`src/verilog/soc_pkg.sv`:
```
package soc_pkg;

  // timer block layout
  localparam int NUM_TIMERS = 4;
  localparam int TIMER_IDX_W = 2;

  // address map, bits 31..28 select the region
  localparam logic [3:0] TIMER_REGION = 4'h4;

  // exception codes presented to the cpu
  typedef enum logic [3:0] {
    EXC_NONE   = 4'd0,
    EXC_MMU    = 4'd2,
    EXC_TIMER0 = 4'd4,
    EXC_TIMER1 = 4'd5,
    EXC_TIMER2 = 4'd6,
    EXC_TIMER3 = 4'd7
  } exc_code_e;

  // timer register offsets, address bits 3..2
  typedef enum logic [1:0] {
    TREG_CTRL    = 2'd0,
    TREG_COMPARE = 2'd1,
    TREG_COUNT   = 2'd2
  } timer_reg_e;

  // which path answers the current access
  typedef enum logic [1:0] {
    CS_NONE,
    CS_TIMER,
    CS_FAULT
  } chipsel_e;

endpackage

```
`src/verilog/wb_slave_if.sv`:
```
`timescale 1ns/1ps

interface wb_slave_if;

  logic                    stb;
  logic                    we;
  soc_pkg::timer_reg_e     adr;
  logic [31:0]             dat_w;
  logic [3:0]              sel;
  logic [31:0]             dat_r;
  logic                    ack;
  logic                    irq;

  // decoder side
  modport fabric (
    output stb, we, adr, dat_w, sel
  );

  // timer side
  modport slave (
    input  stb, we, adr, dat_w, sel,
    output dat_r, ack, irq
  );

  // return path only looks at the responses
  modport monitor (
    input dat_r, ack, irq
  );

endinterface

```
`src/verilog/addr_decoder.sv`:
```
`timescale 1ns/1ps

module addr_decoder (
  input  logic                cyc_i,
  input  logic                we_i,
  input  logic                supervisor_i,
  input  logic [31:0]         adr_i,
  input  logic [31:0]         dat_i,
  input  logic [3:0]          sel_i,
  output soc_pkg::chipsel_e   cs_o,
  output logic                fault_o,
  wb_slave_if.fabric          slv [soc_pkg::NUM_TIMERS]
);

  logic                            region_ok;
  logic                            user_write;
  logic [soc_pkg::TIMER_IDX_W-1:0] timer_idx;

  assign region_ok  = (adr_i[31:28] == soc_pkg::TIMER_REGION);
  assign user_write = we_i & ~supervisor_i;
  assign timer_idx  = adr_i[5:4];

  // protection check, only while a cycle is open
  assign fault_o = cyc_i & (~region_ok | user_write);

  always_comb
  begin
    if (!cyc_i)
      cs_o = soc_pkg::CS_NONE;
    else if (fault_o)
      cs_o = soc_pkg::CS_FAULT;
    else
      cs_o = soc_pkg::CS_TIMER;
  end

  for (genvar i = 0; i < soc_pkg::NUM_TIMERS; i++)
  begin : g_slv
    // a faulting access never reaches a timer
    assign slv[i].stb   = cyc_i & ~fault_o & (timer_idx == soc_pkg::TIMER_IDX_W'(i));
    assign slv[i].we    = we_i;
    assign slv[i].adr   = soc_pkg::timer_reg_e'(adr_i[3:2]);
    assign slv[i].dat_w = dat_i;
    assign slv[i].sel   = sel_i;
  end

endmodule

```
`src/verilog/timer_unit.sv`:
```
`timescale 1ns/1ps

module timer_unit (
  input  logic        sysclock,
  input  logic        rst_i,
  wb_slave_if.slave   bus
);

  logic        enable;
  logic        pending;
  logic [31:0] compare;
  logic [31:0] count;
  logic [31:0] rd_data;
  logic        access;
  logic        wr;
  logic        hit;
  logic        clr_pending;

  function automatic logic [31:0] merge_bytes(input logic [31:0] old_val,
                                              input logic [31:0] new_val,
                                              input logic [3:0]  sel);
    logic [31:0] result;
    result = old_val;
    for (int b = 0; b < 4; b++)
    begin
      if (sel[b])
        result[b*8 +: 8] = new_val[b*8 +: 8];
    end
    return result;
  endfunction

  // one access per strobe, ack low in between
  assign access = bus.stb & ~bus.ack;
  assign wr     = access & bus.we;

  assign hit = enable & (count == compare);

  // write 1 to clear
  assign clr_pending = wr & (bus.adr == soc_pkg::TREG_CTRL) & bus.sel[0] & bus.dat_w[1];

  always_comb
  begin
    case (bus.adr)
      soc_pkg::TREG_CTRL:    rd_data = {30'h0, pending, enable};
      soc_pkg::TREG_COMPARE: rd_data = compare;
      soc_pkg::TREG_COUNT:   rd_data = count;
      default:               rd_data = 32'h0;
    endcase
  end

  always_ff @(posedge sysclock or posedge rst_i)
  begin
    if (rst_i)
    begin
      enable  <= 1'b0;
      pending <= 1'b0;
      compare <= 32'h0;
      count   <= 32'h0;
      bus.ack <= 1'b0;
    end
    else
    begin
      bus.ack <= access;
      if (wr && bus.adr == soc_pkg::TREG_CTRL && bus.sel[0])
        enable <= bus.dat_w[0];
      // a new match wins over a clear in the same cycle
      if (hit)
        pending <= 1'b1;
      else if (clr_pending)
        pending <= 1'b0;
      if (wr && bus.adr == soc_pkg::TREG_COMPARE)
        compare <= merge_bytes(compare, bus.dat_w, bus.sel);
      if (wr && bus.adr == soc_pkg::TREG_COUNT)
        count <= merge_bytes(count, bus.dat_w, bus.sel);
      else if (hit)
        count <= 32'h0;
      else if (enable)
        count <= count + 32'h1;
    end
  end

  // zero outside the ack cycle so the return path can OR
  always_ff @(posedge sysclock)
  begin
    if (access && !bus.we)
      bus.dat_r <= rd_data;
    else
      bus.dat_r <= 32'h0;
  end

  assign bus.irq = pending;

endmodule

```
`src/verilog/bus_return_irq.sv`:
```
`timescale 1ns/1ps

module bus_return_irq (
  input  logic                sysclock,
  input  logic                rst_i,
  input  logic                cyc_i,
  input  logic                int_en_i,
  input  soc_pkg::chipsel_e   cs_i,
  input  logic                fault_i,
  wb_slave_if.monitor         slv [soc_pkg::NUM_TIMERS],
  output logic [31:0]         dat_o,
  output logic                ack_o,
  output soc_pkg::exc_code_e  interrupt_o
);

  logic [31:0]                    t_dat [soc_pkg::NUM_TIMERS];
  logic [soc_pkg::NUM_TIMERS-1:0] t_ack;
  logic [soc_pkg::NUM_TIMERS-1:0] t_irq;
  logic [31:0]                    timer_dat;
  logic                           fault_ack;

  for (genvar i = 0; i < soc_pkg::NUM_TIMERS; i++)
  begin : g_mon
    assign t_dat[i] = slv[i].dat_r;
    assign t_ack[i] = slv[i].ack;
    assign t_irq[i] = slv[i].irq;
  end

  always_comb
  begin
    timer_dat = 32'h0;
    for (int i = 0; i < soc_pkg::NUM_TIMERS; i++)
      timer_dat = timer_dat | t_dat[i];
  end

  // faults get their own one-cycle ack
  always_ff @(posedge sysclock or posedge rst_i)
  begin
    if (rst_i)
      fault_ack <= 1'b0;
    else
      fault_ack <= cyc_i & (cs_i == soc_pkg::CS_FAULT) & ~fault_ack;
  end

  assign dat_o = (cs_i == soc_pkg::CS_TIMER) ? timer_dat : 32'h0;
  assign ack_o = ((cs_i == soc_pkg::CS_TIMER) & (|t_ack)) |
                 ((cs_i == soc_pkg::CS_FAULT) & fault_ack);

  // fault first, then highest timer index
  always_comb
  begin
    interrupt_o = soc_pkg::EXC_NONE;
    if (int_en_i)
    begin
      if (fault_i)
        interrupt_o = soc_pkg::EXC_MMU;
      else
        for (int i = 0; i < soc_pkg::NUM_TIMERS; i++)
          if (t_irq[i])
            interrupt_o = soc_pkg::exc_code_e'(soc_pkg::EXC_TIMER0 + 4'(i));
    end
  end

endmodule

```
`src/verilog/soc_fabric.sv`:
```
`timescale 1ns/1ps

module soc_fabric (
  input  logic        sysclock,
  input  logic        rst_i,
  input  logic        cyc_i,
  input  logic        we_i,
  input  logic        supervisor_i,
  input  logic        int_en_i,
  input  logic [31:0] adr_i,
  input  logic [31:0] dat_i,
  input  logic [3:0]  sel_i,
  output logic [31:0] dat_o,
  output logic        ack_o,
  output logic        fault_o,
  output logic [3:0]  interrupt_o
);

  soc_pkg::chipsel_e  chipselect;
  soc_pkg::exc_code_e exception;

  wb_slave_if slv_if [soc_pkg::NUM_TIMERS] ();

  addr_decoder decoder0 (
    .cyc_i        (cyc_i),
    .we_i         (we_i),
    .supervisor_i (supervisor_i),
    .adr_i        (adr_i),
    .dat_i        (dat_i),
    .sel_i        (sel_i),
    .cs_o         (chipselect),
    .fault_o      (fault_o),
    .slv          (slv_if)
  );

  for (genvar i = 0; i < soc_pkg::NUM_TIMERS; i++)
  begin : g_timer
    timer_unit timer0 (
      .sysclock (sysclock),
      .rst_i    (rst_i),
      .bus      (slv_if[i])
    );
  end

  bus_return_irq ret0 (
    .sysclock    (sysclock),
    .rst_i       (rst_i),
    .cyc_i       (cyc_i),
    .int_en_i    (int_en_i),
    .cs_i        (chipselect),
    .fault_i     (fault_o),
    .slv         (slv_if),
    .dat_o       (dat_o),
    .ack_o       (ack_o),
    .interrupt_o (exception)
  );

  assign interrupt_o = exception;

endmodule

```
`config.mk`:
```
export PLATFORM = sky130hd
export DESIGN_NAME = soc_fabric
export DESIGN_NICKNAME = d
export VERILOG_FILES = /design/src/verilog/soc_pkg.sv /design/src/verilog/wb_slave_if.sv /design/src/verilog/addr_decoder.sv /design/src/verilog/timer_unit.sv /design/src/verilog/bus_return_irq.sv /design/src/verilog/soc_fabric.sv
export SDC_FILE = /design/constraint.sdc
export NUM_CORES = 1
export LEC_CHECK = 0
export ABC_CLOCK_PERIOD_IN_PS = 7300
export BUFFER_PORTS_ARGS = -buffer_cell sky130_fd_sc_hd__buf_2
export CORE_UTILIZATION = 58
export CTS_BUF_LIST = sky130_fd_sc_hd__clkbuf_8
export DETAILED_ROUTE_END_ITERATION = 6
export PLACE_DENSITY = 0.77
export SYNTH_ARGS = -nofsm -noshare
export SYNTH_HDL_FRONTEND = slang
export SYNTH_SLANG_ARGS = --single-unit
```
`constraint.sdc`:
```
create_clock -name sysclock -period 7.3 [get_ports sysclock]
set_input_delay 0 -clock sysclock [delete_from_list [all_inputs] [get_ports sysclock]]
set_output_delay 0 -clock sysclock [all_outputs]
set_load 0.01 [all_outputs]
```
==> results.txt, run 1 <==
Power spread over the standard cell area amounts to 204.3 mW/mm². The finished layout holds 2,787 standard cells, fillers aside. Number of antenna violations at the first check in global routing: 0.

Endpoint class of the critical path: a flop. Counting both buffers and inverters, the worst setup path holds a total of 3. sky130_fd_sc_hd__dfrtp_1 takes more of the synthesized area than any other cell.

Number of vias per cell: 6.703. The logs give 0.62 ns for the clock insertion delay at the later pin of the skew report and 3 for the number of buffers on the longest clock path. Of the synthesized area, sequential elements account for 45.02%. On the critical path the largest part of the delay comes from buffers and inverters. The tools report the total leakage power as 9.729 nW.

When the netlist entered floorplanning its net count stood at 2,322. Of the total synthesized cell area, the portion taken by AND, OR, NAND and NOR gates is 21.00%. Critical path start-end classification: input port to flop. The top cell types in the final layout, fill and taps aside, are 269 x sky130_fd_sc_hd__dfrtp_1, 226 x sky130_fd_sc_hd__nor2_1, 152 x sky130_fd_sc_hd__nand2_1. TritonCTS built the clock tree. The relative contribution of combinational cells to total power was 9.0%. Relative max-transition margin: 11.97%. In this run, post-CTS hold repair placed 44 buffers.

The main combinational cell family by area after synthesis was simple AND/OR/NAND/NOR gates. Biggest fanout along the worst timing path: 16. Sequential cells account for 48.5% of the total power.

For this configuration, the core starts out at a cell density of 59.33%. Setup repair after global routing left no endpoint under its margin. The analysis attributes to net switching a power of 1.261 mW. In this run, the number of DRC markers left after iteration 0 of detailed routing was 1,674. Of the post-synthesis cell area, the dominant cell type holds 32.61%. The flow ran to the end, and the final reports show no timing, DRC or antenna violations. The transition time at the pin with the least slew margin works out to 1.284 ns.

The residual overflow from global routing came out at 0. The number of top-level design ports is 112. Of the total synthesized cell area, the portion taken by full adders, half adders and majority gates is 0.2424%. Across every metal layer, demand over resource in global routing totals 37.12%. The number of buffers added on ports is 86, and the number of gates resized after cts is 0. The logs give 17.93k for the via count of the first global-routing pass and 2,356 for the number of nets in the layout. The layout has 2,815 filler cells.

The area of the core region is 0.03480 mm², and the summed negative setup slack over all endpoints is 0 ns. In this run the remaining antenna-violating nets after routing total 0. After clock tree synthesis, the setup repair step added 0 buffers. For the final database, setup skew stands at 0.03027 ns.

The routed design could run at a clock period as short as 3.106 ns. The dominant synthesized flop cell was sky130_fd_sc_hd__dfrtp_1. Summing the areas of all compound-gate instances in the mapped netlist gives 15.14% of the synthesized area.

The final HPWL from detailed placement was 47.01 mm. For the final weighted congestion of routability-driven global placement, the log shows 0.9930. Final count of hold timing violations: 0. Counting flops with an async set or reset pin after synthesis yields a share of 67.76%. Sorting the synthesized cells by area gives the leading types as sky130_fd_sc_hd__dfrtp_1 33%, sky130_fd_sc_hd__dfxtp_1 12%, sky130_fd_sc_hd__mux2_2 7.2%. Once layout is complete, the utilization of the core stands at 65.89%. Synthesis inferred 397 register bits. The logs give 322.0 MHz for the achievable clock frequency and 2,619 for the total instance count after detailed placement. The logs give 18.68k for the number of vias in the routed layout and 0 for the total of warnings raised by yosys. Of the available clock period, the critical path in the final layout requires 42.54%. Net switching is 26.91% of the power. The die covers 0.03635 mm². The number of pins with negative max-slew slack in the final report is 0.

The most common library cell in the layout ignoring fill and taps was sky130_fd_sc_hd__dfrtp_1. A synthesized cell averages 9.200 µm². For the netlist area before placement, the log shows 0.02064 mm². The tools report the critical path launch point type as an input port. The detailed-route wire length per cell was 23.91 µm; the final count of negative-setup-slack endpoints was 0.

The initialized floorplan defines 68 standard-cell rows. Post-synthesis xor/xnor area fraction: 5.515%. For the critical path arrival, the log shows 3.60 ns. The synthesized design contains 0 enable-type register cells.

Walking the worst path, the cells encountered are dlygate4sd3_1 > buf_2 > nand4b_1 > nor4_4 > buf_4 > mux2i_1 > nor3_1 > o211ai_1 > nand2_1. For this run, design rule violations remaining after detail routing come to 0. For the iteration count of the initial detailed-routing pass, the log shows 7. Maximum vdd drop: 0.1477 mV.

For the worst setup path, the data required time is 7.80 ns. The die is 190.7 µm tall. Clock tree synthesis selected as its root buffer the cell sky130_fd_sc_hd__clkbuf_8. The tools report the number of buffers added by the clock tree synthesis step as 68. Clock-pin slew was measured on the worst setup and hold paths at 0.06 ns.

On the worst path, the slowest cell contributes a delay of 1.07 ns. In this run the horizontal extent of the chip is 190.7 µm. Measured against the total synthesized area, the mux share comes to 8.461%. The run gives 0 as the number of antenna repair diodes.

The slowest stage of the critical path belongs to the cell sky130_fd_sc_hd__mux2i_1. In this run the number of H-tree levels came out at 3. The tools report the maximum number of pins on one net before global-route repair as 76. The internal portion of the total power is 3.425 mW. The routed design has 66.64 mm of wire. The class of the worst hold path is input port to flop. The number of maximum-capacitance violations came out at 0.

Compared with the post-synthesis result, the final layout area differs by 11.06%. The power share of the clock group is 42.5%. The count of unique library cells instantiated by Yosys is 63, and the share of post-route cells with drive strength above 1 is 15.69%.

The first-pass GRT wire length was 102.9 mm. The clock drives 397 sinks. The run gives 2,244 as the count of mapped cells out of synthesis.

On the final layout, the worst hold slack is 0.03559 ns.
==> sequential cells by signal, summed over array words and instances (netlist names) <==
name                      flops
ret0.fault_ack                1
g_timer.timer0.count        128
g_timer.timer0.compare      128
g_timer.timer0.enable         4
g_timer.timer0.bus.ack        4
g_timer.timer0.bus.dat_r    128
g_timer.timer0.bus.irq        4
==> cell families (layout without fill, tap and decap cells) <==
| family | count (synthesis) | count (layout) |
|---|---|---|
| muxes | 158 | 158 |
| adders and majority gates | 4 | 4 |
| xor gates and xnor gates | 130 | 130 |
| buffers and inverters | 250 | 338 |
| AOI/OAI and AO/OA | 450 | 450 |
| DFF | 397 | 397 |
| other | 1 | 1 |
| and+or+nand+nor | 854 | 854 |
==> cell type report <==
class	instances	area [µm²]	share of cell area (%)
repair buffers	156	1066	4.649
well taps	455	569.3	2.483
flip-flops and latches	397	9294	40.53
clock buffers	86	1184	5.162
clock inverters	38	157.7	0.6876
multi-input cells	1597	10440	45.52
inverters	58	221.5	0.9659
==> through the flow <==
| step | area [µm²] | power [mW] | setup WS (ns) |
|---|---|---|---|
| finish | 22930 | 4.685 | 4.194 |
| global placement | 21150 | 2.691 | 3.919 |
| CTS | 22930 | 4.691 | 4.279 |
| detailed placement | 21150 | 2.706 | 3.831 |
| global route | 22930 | 4.835 | 3.965 |
| floorplan | 20650 | 2.560 | 3.747 |
==> per-layer routing <==
metal | part of all wire (%) | vias up | GRT usage [%] | routed length (µm)
met4 | 5.6 | 0 | 21.51 | 3730
met1 | 39 | 9132 | 47.74 | 25790
met2 | 46 | 1040 | 58.45 | 30720
met3 | 9.6 | 200 | 7.103 | 6403
li1 | - | 8309 | - | -
met5 | 0 | - | 0 | 0
==> final timing paths <==
| path | to | cells after the start | slack (ns) | startpoint |
|---|---|---|---|---|
| worst min-delay path | g_timer[3].timer0.count[3] | 3 | 0.04 | sel_i[0] |
| worst max register to register | g_timer[1].timer0.count[19] | 7 | 4.23 | g_timer[1].timer0.bus.ack |
| worst min register to register | ret0.fault_ack | 1 | 0.44 | ret0.fault_ack |
| worst max-delay path | g_timer[1].timer0.count[19] | 9 | 4.19 | adr_i[3] |
| min in group asynchronous | g_timer[3].timer0.count[5] | 3 | 0.10 | rst_i |
| max in group asynchronous | g_timer[1].timer0.count[29] | 4 | 5.67 | rst_i |
==> worst min-delay path, stage by stage <==
cell and delay, ns:
sky130_fd_sc_hd__buf_2 0.32, sky130_fd_sc_hd__nand3_1 0.19, sky130_fd_sc_hd__o211ai_1 0.09
==> synthesized netlist by cell type (all sizes together), types with 4 or more instances <==
| cell type | n |
|---|---|
| and3 | 60 |
| o31ai | 9 |
| xor2 | 80 |
| nand4 | 57 |
| nor4 | 103 |
| inv | 58 |
| o2bb2ai | 8 |
| mux2i | 26 |
| dfrtp | 269 |
| a32oi | 52 |
| o21a | 10 |
| and2 | 19 |
| o22ai | 21 |
| a21oi | 57 |
| mux2 | 132 |
| nand2 | 152 |
| or3 | 17 |
| nor2 | 226 |
| o31a | 4 |
| a31oi | 36 |
| nor4b | 8 |
| buf | 12 |
| xnor2 | 50 |
| or4 | 12 |
| or2 | 9 |
| clkbuf | 180 |
| a41oi | 5 |
| nand3 | 117 |
| nor3b | 4 |
| o21ai | 73 |
| a22oi | 140 |
| dfxtp | 128 |
| nor2b | 10 |
| nor3 | 38 |
| o41a | 5 |
| and4 | 9 |
| ha | 4 |
| o211ai | 14 |
==> power by group through the flow <==
stage,combinational (mW),clock (mW),sequential (mW)
after floorplan,0.266,0,2.29
after global placement,0.381,0,2.31
after detailed placement,0.394,0,2.31
after CTS,0.413,2.01,2.27
after global routing,0.457,2.10,2.28
final,0.423,1.99,2.27
Note: power is estimated with default switching activity, not from simulation.
==> run 2, diff against run 1 <==
ABC_CLOCK_PERIOD_IN_PS = 3200   (was 7300)
CORE_UTILIZATION = 60   (was 58)
PLACE_DENSITY = 0.76   (was 0.77)
clock period = 3.2 ns   (was 7.3 ns; I/O delays follow)
==> run 2 against run 1 <==
- design area increased by 2.4%
- clock-buffer cell count unchanged
- register-to-register slack got worse by 3.9 ns
- combinational power increased by 130%
- non-clock buffer count increased by 46
- hold slack improved by 0.030 ns
- global-route usage increased by 1.4 points
==> results.txt, run 2 (synthesis gave the netlist of run 1 again) <==
TritonCTS built the clock tree. The detailed-route wire length per cell is 23.95 µm (was 23.91 µm). For the number of nets still failing antenna checks after routing, the log shows 0 (unchanged).

Share of post-route cells with drive strength above 1: 17.60% (was 15.69%). The clock sink count was 397 (unchanged). The run gives 0 (unchanged) as the number of pins with negative max-slew slack in the final report. The most common library cell in the layout ignoring fill and taps was sky130_fd_sc_hd__dfrtp_1 (unchanged). Biggest registers after layout: g_timer.timer0.bus.dat_r x128, g_timer.timer0.compare x128, g_timer.timer0.count x128 (unchanged). The clock insertion delay at the later pin of the skew report was 0.61 ns (was 0.62 ns). For the final weighted congestion of routability-driven global placement, the log shows 0.9389 (was 0.9930). The tools report the number of inserted filler cells in the final layout as 2,664 (was 2,815).

The area of the core region was 0.03370 mm² (was 0.03480 mm²). The width of the die was 187.5 µm (was 190.7 µm). The relative max-transition margin came out at 30.28% (was 11.97%).

For the power share of the clock group, the log shows 44.5% (was 42.5%). The hold-critical path depth is 3 (unchanged), and the final period utilization is 89.88%. For the number of vias in the routed layout, the log shows 18.85k (was 18.68k).

Worst reg2reg path endpoint: g_timer[2].timer0.count[0] (was g_timer[1].timer0.count[19]). The critical path arrival is 3.34 ns (was 3.60 ns), and the number of antenna violations at the first check in global routing is 1 (was 0). The worst-case clock skew was 0.01823 ns (was 0.03027 ns); the internal portion of total power was 8.236 mW (was 3.425 mW).

The first-pass GRT wire length is 104.1 mm (was 102.9 mm). For the maximum number of pins on one net before global-route repair, the log shows 121 (was 76). For the all-layer global routing usage, the log shows 38.51% (was 37.12%).

The critical path start-end classification is flop to flop (was input port to flop). The capture endpoint of the worst hold path was g_timer[1].timer0.count[20] (was g_timer[3].timer0.count[3]). The die boundary height is 187.5 µm (was 190.7 µm). For the portion of total power attributed to sequential cells, the log shows 46.6% (was 48.5%). Setup repair after global routing left no endpoint under its margin. The class of the worst hold path is input port to flop (unchanged). For the worst-case setup slack after placement, the log shows 0.3428 ns (was 3.831 ns).

The biggest fanout along the worst timing path was 18 (was 16). The run gives 0 ns (unchanged) as the summed negative setup slack over all endpoints. The logs give 0.03515 mm² (was 0.03635 mm²) for the die area and 0.32 ns (was 4.23 ns) for the slack of the worst reg-to-reg path. The worst path in the final design needs a cycle of 2.876 ns, including I/O delays and setup. The initial standard-cell utilization of the core came out at 61.26% (was 59.33%).

The cell chosen for the clock root was sky130_fd_sc_hd__clkbuf_8 (unchanged). The depth of the CTS H-tree is 3 (unchanged), and the switching power total is 2.883 mW (was 1.261 mW). The run gives 2,403 (was 2,356) as the number of nets in the layout. The run gives 0.009294 mm² (unchanged) as the register area. The source of the worst hold timing path was sel_i[2] (was sel_i[0]).

The power density over cell area is 473.5 mW/mm² (was 204.3 mW/mm²), and the relative contribution of combinational cells to total power is 8.9% (was 9.0%). The critical path launch point type is a flop (was an input port). The tools report the final HPWL from detailed placement as 48.09 mm (was 47.01 mm). The run gives 0.3238 ns (was 4.194 ns) as the setup slack after layout. The logs give 0 (unchanged) for the final count of hold timing violations and 112 (unchanged) for the number of top-level design ports. The tools report the standard-cell row count as 67 (was 68). The post-synthesis to final-layout area growth was 13.76% (was 11.06%); the total leakage power was 10.01 nW (was 9.729 nW). The number of buffers added on ports was 86 (unchanged); the number of vias per cell was 6.675 (was 6.703). The source of the worst register-to-register timing path was g_timer[2].timer0.count[2] (was g_timer[1].timer0.bus.ack).

The number of buffers on the longest clock path is 3 (unchanged), and the residual DRC count is 0 (unchanged). The clock-pin slew reported for the worst setup and hold paths after clock tree synthesis was 0.06 ns (about the same); the number of maximum-capacitance violations was 0 (unchanged). The share of total power consumed by net switching was 25.93% (was 26.91%). Commonest non-fill, non-tap cells in the layout: 269 x sky130_fd_sc_hd__dfrtp_1, 226 x sky130_fd_sc_hd__nor2_1, 152 x sky130_fd_sc_hd__nand2_1 (unchanged). For the achievable clock frequency, the log shows 347.7 MHz. The logs give 0 (unchanged) for the number of gates resized after cts and 0 (unchanged) for the final count of negative-setup-slack endpoints. The tools report the endpoint class of the critical path as a flop (unchanged). The multi-input combinational cell area came out at 0.01044 mm² (unchanged). The run gives 5 (was 7) as the iteration count of the initial detailed-routing pass. The flow ran to the end, and the final reports show no timing, DRC or antenna violations. The tools report the number of setup buffers added after CTS as 0 (unchanged). Total wirelength of the detailed-routed design: 67.64 mm (was 66.64 mm). The required time reported for the critical path endpoint came out at 3.66 ns (was 7.80 ns). The initial DRC count came out at 1,938 (was 1,674).

The residual overflow from global routing was 0 (unchanged); the maximum vdd drop was 0.4207 mV (was 0.1477 mV). Depth of the most critical reg-to-reg path: 7 (unchanged). The via count of the first global-routing pass was 18.05k (was 17.93k).

The transition time at the pin with the least slew margin is 1.046 ns (was 1.284 ns), and the number of buffers added by the clock tree synthesis step is 69 (was 68).
-- run 2: area by class of cell --
type                            count  share of cell area (%)
Antenna cell                        1                 0.01066
Timing Repair Buffer              202                   6.425
Clock inverter                     35                   1.183
Clock buffer                       86                   5.040
Multi-Input combinational cell   1597                   44.44
Tap cell                          448                   2.387
Sequential cell                   397                   39.57
Inverter                           58                  0.9430
-- run 2: metal layers --
metal / part of all wire (%) / up-vias / GRT usage, %
li1: - / 8403 / -
met1: 39 / 9189 / 50.54
met2: 45 / 1051 / 59.68
met3: 8.9 / 208 / 6.345
met4: 6.6 / 0 / 24.17
met5: 0 / - / 0
-- run 2: power by group through the flow --
stage	Clock, mW	Sequential [mW]	Combinational [mW]
after floorplan	0	5.23	0.608
after global placement	0	5.27	0.902
after detailed placement	0	5.27	0.926
after CTS	4.97	5.18	0.970
after global routing	5.19	5.19	1.08
final	4.94	5.18	0.993
-- run 2: how the worst max path moves through the flow --
stage / from / endpoint / slack, ns / cells after the start
after floorplan: rst_i / g_timer[0].timer0.bus.ack / -0.35 / 1
after global placement: adr_i[29] / g_timer[2].timer0.count[0] / 0.40 / 7
after detailed placement: g_timer[2].timer0.count[2] / g_timer[2].timer0.count[0] / 0.34 / 7
after CTS: g_timer[2].timer0.count[2] / g_timer[2].timer0.count[0] / 0.33 / 7
after global routing: g_timer[2].timer0.count[2] / g_timer[2].timer0.count[0] / 0.13 / 7
final: g_timer[2].timer0.count[2] / g_timer[2].timer0.count[0] / 0.32 / 7
-- run 2: worst max-delay path: stages, from the launching register on --
cell	delay (ns)
sky130_fd_sc_hd__dfrtp_1	0.46
sky130_fd_sc_hd__xnor2_1	0.36
sky130_fd_sc_hd__nand4b_1	0.14
sky130_fd_sc_hd__or4_1	0.57
sky130_fd_sc_hd__o31a_1	0.56
sky130_fd_sc_hd__buf_4	0.32
sky130_fd_sc_hd__a221oi_1	0.25
sky130_fd_sc_hd__a21oi_1	0.06
-- run 2: per-stage QoR --
step | hold WS, ns | instance area [µm²] | total power [mW] | utilization, % | cells
floorplan | 0.1148 | 20650 | 5.839 | - | 2244
global placement | 0.1747 | 21590 | 6.171 | 64.07 | 2659
detailed placement | 0.1859 | 21590 | 6.199 | 64.07 | 2659
CTS | 0.01319 | 23480 | 11.12 | 69.68 | 2823
global route | 0.05040 | 23490 | 11.46 | 69.69 | 2824
finish | 0.06577 | 23490 | 11.12 | 69.69 | 2824
-- run 2: what timing repair did --
| item | CTS | global route |
|---|---|---|
| endpoints found under the setup margin | 0 | 0 |
| hold buffers | 43 | 0 |
| endpoints found under the hold margin | 291 | 0 |
